<file path="config.mk">
export PLATFORM = sky130hd
export DESIGN_NAME = decompress_top
export DESIGN_NICKNAME = d
export VERILOG_FILES = /design/src/hdl/decompress_pkg.sv /design/src/hdl/decompress_job_if.sv /design/src/hdl/decompress_top.sv /design/src/hdl/decompress_lane.sv /design/src/hdl/decompress_gearbox.sv /design/src/hdl/decompress_addr_ctr.sv /design/src/hdl/decompress_fsm.sv
export SDC_FILE = /design/constraint.sdc
export NUM_CORES = 1
export LEC_CHECK = 0
export BUFFER_PORTS_ARGS = -buffer_cell sky130_fd_sc_hd__clkbuf_2
export CORE_MARGIN = 2
export CORE_UTILIZATION = 45
export CTS_CLUSTER_SIZE = 16
export DETAILED_ROUTE_END_ITERATION = 6
export PLACE_DENSITY = 0.71
export SLEW_MARGIN = 20
export SYNTH_ARGS = -nofsm -noshare
export SYNTH_HDL_FRONTEND = slang
export SYNTH_HIERARCHICAL = 1
export SYNTH_SLANG_ARGS = --single-unit
</file>
<file path="constraint.sdc">
create_clock -name clk -period 24.3 [get_ports clk]
set_clock_uncertainty 0.1 [all_clocks]
set_input_delay 3.645 -clock clk [delete_from_list [all_inputs] [get_ports clk]]
set_output_delay 3.645 -clock clk [all_outputs]
set_load 0.05 [all_outputs]
</file>
<file path="src/hdl/decompress_pkg.sv">
// Shared ML-KEM decompression types, sizes and the mode-to-width helper for RTL and testbench

package decompress_pkg;

    // Coefficient width d selected per job
    typedef enum logic [1:0] {
        DECOMP_D1  = 2'd0,
        DECOMP_D5  = 2'd1,
        DECOMP_D11 = 2'd2,
        DECOMP_D12 = 2'd3
    } decompress_mode_t;

    localparam int MLKEM_Q       = 3329;
    localparam int Q_WIDTH       = 12;
    localparam int MLKEM_N       = 256;
    localparam int COEFF_PER_CLK = 4;
    localparam int RD_DATA_W     = 64;

    // Four lanes of the widest field
    localparam int GEAR_OUT_W    = COEFF_PER_CLK * Q_WIDTH;

    // Counts 1 to 4 are legal
    localparam int NUM_POLY_W    = 3;

    // Bits per packed coefficient for a mode
    function automatic logic [3:0] decomp_d_width(decompress_mode_t mode);
        logic [3:0] d;
        unique case (mode)
            DECOMP_D1:  d = 4'd1;
            DECOMP_D5:  d = 4'd5;
            DECOMP_D11: d = 4'd11;
            DECOMP_D12: d = 4'd12;
            default:    d = 4'd12;
        endcase
        return d;
    endfunction

endpackage
</file>
<file path="src/hdl/decompress_job_if.sv">
// Job settings bundle from the control FSM to the counters, gearbox and lanes

`timescale 1ns/1ps

interface decompress_job_if
    import decompress_pkg::*;
#(
    parameter int ADDR_W = 10
) ();

    logic                  busy;
    decompress_mode_t      mode;
    logic [NUM_POLY_W-1:0] num_poly;
    logic [ADDR_W-1:0]     src_base;
    logic [ADDR_W-1:0]     dest_base;

    // Owner of the latched job
    modport fsm_mp (
        output busy,
        output mode,
        output num_poly,
        output src_base,
        output dest_base
    );

    // Datapath side
    modport user_mp (
        input busy,
        input mode,
        input num_poly,
        input src_base,
        input dest_base
    );

endinterface

</file>
<file path="src/hdl/decompress_top.sv">
// Top level of the ML-KEM decompression engine with plain memory and control ports

`timescale 1ns/1ps

module decompress_top
    import decompress_pkg::*;
#(
    parameter int ADDR_W = 10
) (
    input  logic                  clk,
    input  logic                  reset_n,
    input  logic                  zeroize_i,

    input  logic                  enable_i,
    input  decompress_mode_t      mode_i,
    input  logic [NUM_POLY_W-1:0] num_poly_i,
    input  logic [ADDR_W-1:0]     src_base_i,
    input  logic [ADDR_W-1:0]     dest_base_i,

    // Source memory, one cycle read latency
    output logic                  rd_en_o,
    output logic [ADDR_W-1:0]     rd_addr_o,
    input  logic [RD_DATA_W-1:0]  rd_data_i,

    // Destination memory, lane 0 in the low bits
    output logic                  wr_en_o,
    output logic [ADDR_W-1:0]     wr_addr_o,
    output logic [GEAR_OUT_W-1:0] wr_data_o,

    output logic                  done_o
);

    logic                  gear_hold;
    logic                  gear_valid;
    logic [GEAR_OUT_W-1:0] gear_data;
    logic                  rd_valid;
    logic                  write_done;

    decompress_job_if #(.ADDR_W(ADDR_W)) job_if ();

    decompress_fsm #(.ADDR_W(ADDR_W)) fsm_inst (
        .clk         (clk),
        .reset_n     (reset_n),
        .zeroize_i   (zeroize_i),
        .enable_i    (enable_i),
        .mode_i      (mode_i),
        .num_poly_i  (num_poly_i),
        .src_base_i  (src_base_i),
        .dest_base_i (dest_base_i),
        .write_done_i(write_done),
        .job         (job_if.fsm_mp),
        .done_o      (done_o)
    );

    decompress_addr_ctr #(.ADDR_W(ADDR_W)) addr_ctr_inst (
        .clk         (clk),
        .reset_n     (reset_n),
        .zeroize_i   (zeroize_i),
        .hold_i      (gear_hold),
        .wr_en_i     (gear_valid),
        .job         (job_if.user_mp),
        .rd_en_o     (rd_en_o),
        .rd_addr_o   (rd_addr_o),
        .rd_valid_o  (rd_valid),
        .wr_addr_o   (wr_addr_o),
        .write_done_o(write_done)
    );

    decompress_gearbox gearbox_inst (
        .clk      (clk),
        .reset_n  (reset_n),
        .zeroize_i(zeroize_i),
        .valid_i  (rd_valid),
        .data_i   (rd_data_i),
        .job      (job_if.user_mp),
        .hold_o   (gear_hold),
        .valid_o  (gear_valid),
        .data_o   (gear_data)
    );

    // Every gearbox group becomes one write
    assign wr_en_o = gear_valid;

    for (genvar i = 0; i < COEFF_PER_CLK; i++) begin : g_lane
        decompress_lane #(.LANE(i)) lane_inst (
            .data_i (gear_data),
            .job    (job_if.user_mp),
            .coeff_o(wr_data_o[i*Q_WIDTH +: Q_WIDTH])
        );
    end

endmodule

</file>
<file path="src/hdl/decompress_lane.sv">
// One decompression lane that picks its d-bit field and maps it onto 0 to q-1

`timescale 1ns/1ps

module decompress_lane
    import decompress_pkg::*;
#(
    parameter int LANE = 0
) (
    input  logic [GEAR_OUT_W-1:0] data_i,
    decompress_job_if.user_mp     job,
    output logic [Q_WIDTH-1:0]    coeff_o
);

    logic [3:0]         d;
    logic [Q_WIDTH-1:0] x;
    logic [23:0]        prod;
    logic [Q_WIDTH-1:0] rounded;
    logic [Q_WIDTH-1:0] reduced;

    assign d = decomp_d_width(job.mode);

    // Field LANE*d up to LANE*d+d-1
    always_comb begin
        unique case (job.mode)
            DECOMP_D1:  x = Q_WIDTH'(data_i[LANE*1 +: 1]);
            DECOMP_D5:  x = Q_WIDTH'(data_i[LANE*5 +: 5]);
            DECOMP_D11: x = Q_WIDTH'(data_i[LANE*11 +: 11]);
            DECOMP_D12: x = data_i[LANE*12 +: 12];
            default:    x = data_i[LANE*12 +: 12];
        endcase
    end

    // round(x*q / 2^d) by adding half an LSB before the shift
    assign prod    = 24'(x) * 24'(MLKEM_Q) + (24'd1 << (d - 4'd1));
    assign rounded = Q_WIDTH'(prod >> d);

    // Raw 12-bit values only need one subtraction to land below q
    assign reduced = (x >= Q_WIDTH'(MLKEM_Q)) ? x - Q_WIDTH'(MLKEM_Q) : x;

    assign coeff_o = (d == 4'd12) ? reduced : rounded;

endmodule

</file>
<file path="src/hdl/decompress_gearbox.sv">
// Multi-rate gearbox that buffers 64-bit source words and releases 4*d-bit coefficient groups

`timescale 1ns/1ps

module decompress_gearbox
    import decompress_pkg::*;
(
    input  logic                  clk,
    input  logic                  reset_n,
    input  logic                  zeroize_i,
    input  logic                  valid_i,
    input  logic [RD_DATA_W-1:0]  data_i,
    decompress_job_if.user_mp     job,
    output logic                  hold_o,
    output logic                  valid_o,
    output logic [GEAR_OUT_W-1:0] data_o
);

    localparam int GEAR_BUF_W = 128;
    localparam int FILL_W     = $clog2(GEAR_BUF_W + 1);
    localparam int GROUP_W    = $clog2(GEAR_OUT_W + 1);

    logic [GEAR_BUF_W-1:0] shift_buf;
    logic [FILL_W-1:0]     fill_lvl;
    logic [GROUP_W-1:0]    group_w;
    logic [GROUP_W-1:0]    consume;
    logic [FILL_W-1:0]     fill_after;
    logic [GEAR_BUF_W-1:0] buf_shifted;
    logic [GEAR_BUF_W-1:0] buf_next;
    logic [FILL_W-1:0]     fill_next;
    logic                  accept;

    // Four coefficients of d bits each
    assign group_w = GROUP_W'(COEFF_PER_CLK * decomp_d_width(job.mode));

    // Less than one source word of room left
    assign hold_o  = fill_lvl > FILL_W'(GEAR_BUF_W - RD_DATA_W);
    assign accept  = valid_i & ~hold_o;
    assign valid_o = fill_lvl >= FILL_W'(group_w);
    assign consume = valid_o ? group_w : '0;

    // Oldest bits sit at the bottom, unused lane bits are zeroed
    // A 48-bit group shifts the mask fully out, leaving all ones
    assign data_o = shift_buf[GEAR_OUT_W-1:0] & ~({GEAR_OUT_W{1'b1}} << group_w);

    always_comb begin
        fill_after  = fill_lvl - FILL_W'(consume);
        buf_shifted = shift_buf >> consume;
        if (accept) begin
            // New word lands right above what is left
            buf_next  = buf_shifted | (GEAR_BUF_W'(data_i) << fill_after);
            fill_next = fill_after + FILL_W'(RD_DATA_W);
        end else begin
            buf_next  = buf_shifted;
            fill_next = fill_after;
        end
    end

    // Bits above the fill level are kept at zero so new words can be OR-ed in
    always_ff @(posedge clk or negedge reset_n) begin
        if (!reset_n) begin
            shift_buf <= '0;
            fill_lvl  <= '0;
        end else if (zeroize_i) begin
            shift_buf <= '0;
            fill_lvl  <= '0;
        end else begin
            shift_buf <= buf_next;
            fill_lvl  <= fill_next;
        end
    end

    // Hold must throttle reads early enough to protect the buffer
    a_fill_in_range: assert property (@(posedge clk) disable iff (!reset_n)
        fill_lvl <= FILL_W'(GEAR_BUF_W));

endmodule

</file>
<file path="src/hdl/decompress_addr_ctr.sv">
// Source read and destination write address counters with their end-of-job flags

`timescale 1ns/1ps

module decompress_addr_ctr
    import decompress_pkg::*;
#(
    parameter int ADDR_W = 10
) (
    input  logic                clk,
    input  logic                reset_n,
    input  logic                zeroize_i,
    input  logic                hold_i,
    input  logic                wr_en_i,
    decompress_job_if.user_mp   job,
    output logic                rd_en_o,
    output logic [ADDR_W-1:0]   rd_addr_o,
    output logic                rd_valid_o,
    output logic [ADDR_W-1:0]   wr_addr_o,
    output logic                write_done_o
);

    // Up to 4 polys of 64 writes
    localparam int CNT_W = 9;

    logic [3:0]       d;
    logic [CNT_W-1:0] rd_cnt;
    logic [CNT_W-1:0] wr_cnt;
    logic [CNT_W-1:0] rd_limit;
    logic [CNT_W-1:0] wr_limit;
    logic             read_done;

    assign d = decomp_d_width(job.mode);

    // 4*d source words and 64 write groups per polynomial
    assign rd_limit = CNT_W'(job.num_poly) * CNT_W'((MLKEM_N / RD_DATA_W) * d);
    assign wr_limit = CNT_W'(job.num_poly) * CNT_W'(MLKEM_N / COEFF_PER_CLK);

    assign read_done = (rd_cnt == rd_limit);
    assign rd_en_o   = job.busy & ~read_done & ~hold_i;

    assign rd_addr_o = job.src_base + ADDR_W'(rd_cnt);
    assign wr_addr_o = job.dest_base + ADDR_W'(wr_cnt);

    // Flags the write that completes the job
    assign write_done_o = wr_en_i & (wr_cnt == wr_limit - 1'b1);

    // Offsets restart whenever no job is running
    always_ff @(posedge clk or negedge reset_n) begin
        if (!reset_n) begin
            rd_cnt <= '0;
            wr_cnt <= '0;
        end else if (zeroize_i || !job.busy) begin
            rd_cnt <= '0;
            wr_cnt <= '0;
        end else begin
            if (rd_en_o) begin
                rd_cnt <= rd_cnt + 1'b1;
            end
            if (wr_en_i) begin
                wr_cnt <= wr_cnt + 1'b1;
            end
        end
    end

    // Read data arrives a cycle later and stays pending while the gearbox is full
    always_ff @(posedge clk or negedge reset_n) begin
        if (!reset_n) begin
            rd_valid_o <= 1'b0;
        end else if (zeroize_i) begin
            rd_valid_o <= 1'b0;
        end else begin
            rd_valid_o <= rd_en_o | (rd_valid_o & hold_i);
        end
    end

    // Gearbox drains exactly at the last write
    a_no_write_after_done: assert property (@(posedge clk) disable iff (!reset_n)
        write_done_o |=> !wr_en_i);

endmodule

</file>
<file path="src/hdl/decompress_fsm.sv">
// Control FSM that accepts a decompression job, holds its settings and pulses done at the end

`timescale 1ns/1ps

module decompress_fsm
    import decompress_pkg::*;
#(
    parameter int ADDR_W = 10
) (
    input  logic                  clk,
    input  logic                  reset_n,
    input  logic                  zeroize_i,
    input  logic                  enable_i,
    input  decompress_mode_t      mode_i,
    input  logic [NUM_POLY_W-1:0] num_poly_i,
    input  logic [ADDR_W-1:0]     src_base_i,
    input  logic [ADDR_W-1:0]     dest_base_i,
    input  logic                  write_done_i,
    decompress_job_if.fsm_mp      job,
    output logic                  done_o
);

    typedef enum logic [1:0] {
        IDLE   = 2'd0,
        RUN    = 2'd1,
        FINISH = 2'd2
    } state_t;

    state_t                state;
    decompress_mode_t      mode_q;
    logic [NUM_POLY_W-1:0] num_poly_q;
    logic [ADDR_W-1:0]     src_base_q;
    logic [ADDR_W-1:0]     dest_base_q;

    always_ff @(posedge clk or negedge reset_n) begin
        if (!reset_n) begin
            state <= IDLE;
        end else if (zeroize_i) begin
            state <= IDLE;
        end else begin
            unique case (state)
                IDLE: begin
                    if (enable_i) begin
                        state <= RUN;
                    end
                end
                RUN: begin
                    if (write_done_i) begin
                        state <= FINISH;
                    end
                end
                FINISH:  state <= IDLE;
                default: state <= IDLE;
            endcase
        end
    end

    // Settings load only in IDLE and a strobe while running is ignored
    always_ff @(posedge clk or negedge reset_n) begin
        if (!reset_n) begin
            mode_q      <= DECOMP_D1;
            num_poly_q  <= '0;
            src_base_q  <= '0;
            dest_base_q <= '0;
        end else if (zeroize_i) begin
            mode_q      <= DECOMP_D1;
            num_poly_q  <= '0;
            src_base_q  <= '0;
            dest_base_q <= '0;
        end else if (state == IDLE && enable_i) begin
            mode_q      <= mode_i;
            num_poly_q  <= num_poly_i;
            src_base_q  <= src_base_i;
            dest_base_q <= dest_base_i;
        end
    end

    assign job.busy      = (state == RUN);
    assign job.mode      = mode_q;
    assign job.num_poly  = num_poly_q;
    assign job.src_base  = src_base_q;
    assign job.dest_base = dest_base_q;

    // One cycle after the last write
    assign done_o = (state == FINISH);

    // Completion only ever comes from the job that is running
    a_write_done_in_run: assert property (@(posedge clk) disable iff (!reset_n)
        write_done_i |-> state == RUN);

endmodule

</file>
==> impl_metrics.py, run 1 <==
metrics = {
    "routing": {
        "vias": 27277,
        "dr.pass1.iters": 6,
        "drtAntennaViolNets": 0,
        "wirelength_um": 90560,
        "via_per_inst": 6.059,
        "drc": 0,
        "detail_route.iter0.violations": 2537,
        "routedWlPerCell_um": 20.12,
    },
    "die": {
        "die_h_um": 265.2,
        "die_area_sq_um": 70350,
        "rows": 95,
        "start_util_pct": 45.57,
        "core-area_sq_um": 67400,
        "die_w_um": 265.2,
        "io_pins": 164,
    },
    "worst_setup_path": {
        "path_max_fanout": 77,
        "worstRegToRegCells": 19,
        "crit_arrival_ns": 7.64,
        "ff2ff_setup_slack_ns": 15.53,
        "reg2reg_from": "fsm_inst/job.mode[1]",
        "startpoint_type": "register",
        "r2r-end": "gearbox_inst/shift_buf[121]",
        "critPathKind": "reg2out",
        "critPathRequiredTime_ns": 20.56,
        "end_kind": "output port",
    },
    "cells_and_area": {
        "layout_commonest_cell": "ha_1",
        "final_nets": 4275,
        "area_growth_pct": 6.490,
        "drive_gt1_share_pct": 13.28,
        "fin_cells": 4502,
        "fin_util_pct": 48.53,
        "antenna_cells": 0,
        "final_area_sq_um": 32700,
        "final_cell_mix": "ha_1 (486), nand2_1 (347), inv_1 (338), nor2_1 (236), dfrtp_1 (178)",
        "nFillCells": 6342,
    },
    "power_and_ir_drop": {
        "peakVddDrop_uv": 201.7,
        "p_leak_nw": 16.47,
        "p_per_area_nw_per_um2": 93.22,
    },
    "placement": {
        "dp_hpwl_um": 70810,
        "place_area_sq_um": 32140,
        "io_buffers": 163,
        "place_inst": 4470,
        "gp_congestion": 0.9565,
    },
    "clock_network": {
        "cts_tree": "built",
        "clockBufferDepth": 2,
        "cts_resized": 0,
        "cts_root_buf": "clkbuf_16",
        "path_clk_slew_ns": 0.07,
        "post_cts_buffers": 0,
        "cts_hold_buf": 0,
        "numCtsBuffers": 17,
        "ctsHtreeMaxLevel": 4,
        "clock_sinks": 180,
        "clock_latency_ns": 0.46,
    },
    "logic_synthesis": {
        "synth_top_area_share_pct": 19.84,
        "synth.avg_cell_area_sq_um": 8.624,
        "synth_area_leader_cell": "ha_1",
        "synth_flop_cell": "dfrtp_1",
        "ys_seq_area_share_pct": 14.67,
        "synth_seq_cells": 180,
        "synthCells": 3561,
        "yosysWarnings": 6,
        "netlist_area_sq_um": 30710,
        "synth_cell_types": 112,
        "synth-edff-count": 0,
        "synth.area.top_cells": "ha_1 (20%), dfrtp_1 (15%), mux4_2 (9.3%)",
        "synthArstFlopShare_pct": 100.0,
    },
    "min_path": {
        "min_from": "fsm_inst/job.src_base[5]",
        "whs_path_depth": 2,
        "whs_endpoint": "fsm_inst/job.src_base[5]",
        "hold_path_class": "reg2reg",
    },
    "sta": {
        "min_period_ns": 11.39,
        "slew_headroom_pct": 26.16,
        "fmax_ghz": 0.08781,
        "rsz0062_at_grt": "no",
        "worst_pin_slew_ns": 1.099,
        "maxSlewViolCount": 0,
        "hold_violations": 0,
        "finalCritPeriodShare_pct": 46.87,
        "fin_tns_setup_ns": 0,
        "setup_viol": 0,
    },
    "global_route": {
        "grt_overflow": 0,
        "grt_pass1_wl_um": 146000,
        "grt_use_met1_pct": 36.23,
        "grt_util_met3_pct": 5.925,
        "grt_util_met2_pct": 39.15,
        "grtUsageTotal_pct": 25.62,
        "grt_pass1_vias": 26142,
        "grt_busiest_layer": "met2",
        "grt_max_degree": 115,
        "grt_antenna_before_repair": 2,
    },
    "status": {
        "status": "finished clean",
    },
    "run": {
        "maxCapViolCount": 0,
    },
}
-- metrics by stage --
step / setup WS [ns] / total power, mW / hold slack [ns]
2_1_floorplan: 13.04 / 2.080 / 0.3702
3_3_place_gp: 13.69 / 2.671 / 0.4297
3_5_place_dp: 13.52 / 2.679 / 0.4391
4_1_cts: 13.00 / 2.962 / 0.4544
5_1_grt: 12.33 / 3.229 / 0.4764
6_report: 12.91 / 3.049 / 0.4511
-- cells by family (layout without fill, tap and decap cells) --
| group | Yosys count | count (layout) | share of synthesized area, % |
|---|---|---|---|
| mux | 330 | 330 | 16.13 |
| other cells | 8 | 48 | 0.09778 |
| flops | 180 | 180 | 14.67 |
| simple gates | 1045 | 1045 | 16.36 |
| buf+inv | 546 | 574 | 7.452 |
| compound gates | 760 | 760 | 16.69 |
| xor+xnor | 126 | 126 | 3.618 |
| fa+ha+maj | 566 | 566 | 24.99 |
-- state kept, by name (all words and copies together) (netlist names) --
name,count
gearbox_inst/shift_buf,128
fsm_inst/job.dest_base,10
fsm_inst/job.src_base,10
addr_ctr_inst/rd_cnt,9
addr_ctr_inst/wr_cnt,9
gearbox_inst/fill_lvl,6
fsm_inst/job.num_poly,3
fsm_inst/job.mode,2
fsm_inst/state,2
addr_ctr_inst/rd_valid_o,1
-- metal layers --
layer,up-vias,part of all wire (%),wire (um)
met4,4,2.6,2316
met1,13081,44,40170
li1,12842,-,-
met2,1187,44,39600
met3,163,9.3,8447
met5,-,0.025,23
-- layout make-up --
type | count | area [sq um] | area share (%)
clock inverter | 11 | 90.09 | 0.2755
multi-input combinational | 2875 | 24150 | 73.85
sequential | 180 | 4512 | 13.80
tap | 873 | 1092 | 3.340
timing repair buffer | 195 | 1080 | 3.302
inverter | 347 | 1308 | 3.998
clock buffer | 21 | 470.5 | 1.439
-- critical path, cell delays in order (launching register included) --
cell	delay, ns
dfrtp_4	0.98
buf_4	0.62
and2_1	0.24
mux2i_1	0.09
a21oi_1	0.47
inv_1	0.21
ha_1	0.35
fa_1	0.47
ha_1	0.29
inv_1	0.05
fa_1	0.46
fa_1	0.50
inv_1	0.04
ha_1	0.21
or3_1	0.40
o211a_1	0.14
a2111oi_0	0.41
a21oi_1	0.24
xor2_1	0.23
a211oi_1	0.11
a211oi_1	0.29
clkbuf_2	0.33
-- worst max-delay path by stage --
stage,startpoint,cells past startpoint,to,slack (ns)
after floorplan,fsm_inst/job.mode[1],27,wr_data_o[35],13.04
after global placement,fsm_inst/job.mode[1],23,wr_data_o[35],13.69
after detailed placement,fsm_inst/job.mode[1],21,wr_data_o[35],13.52
after CTS,fsm_inst/job.mode[1],21,wr_data_o[35],13.00
after global routing,fsm_inst/job.mode[1],23,wr_data_o[35],12.33
final,fsm_inst/job.mode[1],21,wr_data_o[35],12.91
-- synth_stat cells (all sizes together) (11+ instances only) --
library cell  instances
and2                 51
a21oi               180
a31oi                52
o22ai                32
buf                  95
a211oi               37
xor2                 54
a21o                 41
nand3b               11
mux2                 45
clkbuf              104
a221oi               28
a211o                15
nand3                72
fa                   79
o31ai                14
mux2i               158
nand4                21
nand2b               82
nor2                238
ha                  487
nor3                 64
a22oi                15
o32ai                21
dfrtp               180
or2                  15
xnor2                72
o21ai               151
nand2               349
mux4                127
o221ai               17
or3                  25
o211ai               42
nor2b                39
and3                 41
inv                 341
o21a                 20
-- power breakdown --
group / internal, mW / switching (mW) / total, mW / leakage [nW]
Clock: 0.142 / 0.134 / 0.276 / 0.277
Sequential: 0.356 / 0.0928 / 0.449 / 2.46
Combinational: 0.801 / 1.52 / 2.32 / 13.7
No activity file was read; power rests on OpenSTA's default activity.
==> inputs of run 2 (changes only) <==
==> constraint.sdc (replaced) <==
create_clock -name clk -period 11.1 [get_ports clk]
set_clock_uncertainty 0.1 [all_clocks]
set_input_delay 1.665 -clock clk [delete_from_list [all_inputs] [get_ports clk]]
set_output_delay 1.665 -clock clk [all_outputs]
set_load 0.05 [all_outputs]
==> run 2 against run 1 <==
  * Design area about the same
  * Die area unchanged
  * Count of clock-buffer cells in the layout down 1
  * Via count up 0.88%
  * Sequential power up 120%
  * Non-clock buffer count down 1
  * Utilization about the same
  * Sequential share of layout area about the same
  * Sequential cell count unchanged
  * Global-route usage about the same
  * Highest routed layer is now met4
==> impl_metrics.py, run 2 (synthesis gave the netlist of run 1 again) <==
metrics = {
    "status": {
        "status": "finished clean",
    },
    "clock_network": {
        "numCtsBuffers": 17,
        "ctsHtreeMaxLevel": 4,
        "cts_tree": "built",
        "cts_resized": 0,
        "post_cts_buffers": 0,
        "path_clk_slew_ns": 0.07,
        "clock_latency_ns": 0.46,
        "cts_root_buf": "clkbuf_16",
        "clockBufferDepth": 2,
        "cts_hold_buf": 0,
        "clock_sinks": 180,
    },
    "worst_setup_path": {
        "startpoint_type": "register",
        "path_max_fanout": 45,
        "end_kind": "output port",
        "critPathRequiredTime_ns": 9.34,
        "crit_arrival_ns": 7.20,
        "setup.worst_path.start": "fsm_inst/job.mode[0]",
        "reg2reg_from": "fsm_inst/job.mode[1]",
        "critPathKind": "reg2out",
    },
    "power_and_ir_drop": {
        "p_int_mw": 2.850,
        "p_per_area_nw_per_um2": 205.1,
        "p_sw_share_pct": 57.51,
        "peakVddDrop_uv": 364.1,
        "pwr-share-seq_pct": 14.7,
        "clkPwrFrac_pct": 9.1,
        "total_power_mw": 6.708,
        "power_frac_comb_pct": 76.2,
        "switchingPower_mw": 3.858,
        "p_leak_nw": 16.47,
    },
    "die": {
        "rows": 95,
        "io_pins": 164,
        "start_util_pct": 45.57,
        "die_w_um": 265.2,
        "die_h_um": 265.2,
        "core-area_sq_um": 67400,
        "die_area_sq_um": 70350,
    },
    "routing": {
        "drtAntennaViolNets": 0,
        "wirelength_um": 91760,
        "detail_route.iter0.violations": 3204,
        "drc": 0,
        "routedWlPerCell_um": 20.39,
        "via_per_inst": 6.113,
        "dr.pass1.iters": 7,
        "vias": 27516,
    },
    "cells_and_area": {
        "top_register": "gearbox_inst/shift_buf",
        "regArea_sq_um": 4512,
        "area_growth_pct": 6.502,
        "final_nets": 4274,
        "largest_reg_flops": 128,
        "final_cell_mix": "ha_1 (486), nand2_1 (348), inv_1 (338), nor2_1 (236), dfrtp_1 (178)",
        "layout_commonest_cell": "ha_1",
        "drive_gt1_share_pct": 13.18,
        "antenna_cells": 0,
        "nFillCells": 6438,
        "multi_input_area_sq_um": 24150,
    },
    "global_route": {
        "grt_pass1_vias": 25683,
        "grt_antenna_before_repair": 1,
        "grt_overflow": 0,
        "grt_max_degree": 143,
        "grt_pass1_wl_um": 144700,
        "grtUsageTotal_pct": 25.59,
    },
    "sta": {
        "finalCritPeriodShare_pct": 80.74,
        "maxSlewViolCount": 0,
        "hold_violations": 0,
        "setup_viol": 0,
        "slew_headroom_pct": 17.57,
        "fin_tns_setup_ns": 0,
        "min_period_ns": 8.962,
        "worst_pin_slew_ns": 1.227,
        "rsz0062_at_grt": "no",
        "fmax_ghz": 0.1116,
    },
    "min_path": {
        "hold_path_class": "reg2reg",
        "min_from": "fsm_inst/state[1]",
    },
    "placement": {
        "dp_hpwl_um": 70660,
        "gp_congestion": 0.9705,
        "io_buffers": 163,
    },
    "run": {
        "maxCapViolCount": 0,
    },
}
[run 2: cell count changes in the layout (fill, tap and decap cells not counted), sizes merged]
| cell | before | now |
|---|---|---|
| clkinv | 10 | 9 |
| inv | 347 | 348 |
| clkbuf | 183 | 182 |
| buf | 33 | 32 |
| bufinv | 0 | 1 |
[run 2: power groups by stage]
stage | Sequential [mW] | Combinational (mW) | Clock [mW]
2_1_floorplan | 0.885 | 3.67 | 0
3_3_place_gp | 0.982 | 4.88 | 0
3_5_place_dp | 0.987 | 4.90 | 0
4_1_cts | 0.975 | 4.93 | 0.613
5_1_grt | 0.995 | 5.43 | 0.639
6_report | 0.988 | 5.11 | 0.609
[run 2: critical path, cell delays in order (launching register included)]
cell and delay [ns]:
dfrtp_4 0.83, nor2_2 0.07, buf_4 0.28, nor2b_1 0.38, mux2i_1 0.13, a21oi_1 0.42
inv_1 0.19, ha_1 0.32, inv_1 0.05, fa_1 0.49, inv_1 0.04, ha_1 0.26
inv_1 0.05, fa_1 0.45, fa_1 0.49, inv_1 0.04, ha_1 0.21, or3_1 0.35
o211a_1 0.15, a2111oi_0 0.40, a21oi_1 0.25, xor2_1 0.22, a211oi_1 0.09, a211oi_1 0.24
clkbuf_2 0.31
[run 2: area by class of cell]
cell class,count,share of cell area [%]
sequential,180,13.79
clock inverter,12,0.3558
inverter,347,3.998
clock buffer,20,1.335
tap,873,3.340
timing repair buffer,194,3.328
multi-input combinational,2875,73.85
[run 2: per-layer routing]
layer  vias up  track usage, %  routed length, um
met2      1317           39.09              40480
met3       137           4.879               8497
met5         -               0                  0
met4         0           5.848               1994
li1      12832               -                  -
met1     13230           37.30              40790
[run 2: final timing paths]
kind / slack (ns) / cells after the start / to
worst max-delay path: 2.14 / 24 / wr_data_o[35]
worst min-delay path: 0.44 / 1 / fsm_inst/state[1]
worst max register to register: 3.28 / 19 / gearbox_inst/shift_buf[120]
worst min register to register: 0.44 / 1 / fsm_inst/state[1]
max in group asynchronous: 8.35 / 2 / gearbox_inst/shift_buf[60]
min in group asynchronous: 1.17 / 1 / fsm_inst/job.dest_base[4]
[run 2: per-stage QoR]
stage	util [%]	setup WS, ns	cell area [sq um]	hold slack (ns)	instances
floorplan	-	1.817	30860	0.3702	3601
global placement	47.70	2.704	32140	0.4301	4469
detailed placement	47.70	2.662	32150	0.4397	4469
CTS	48.53	2.154	32700	0.4526	4501
global route	48.53	1.709	32710	0.4645	4501
finish	48.53	2.138	32710	0.4441	4501
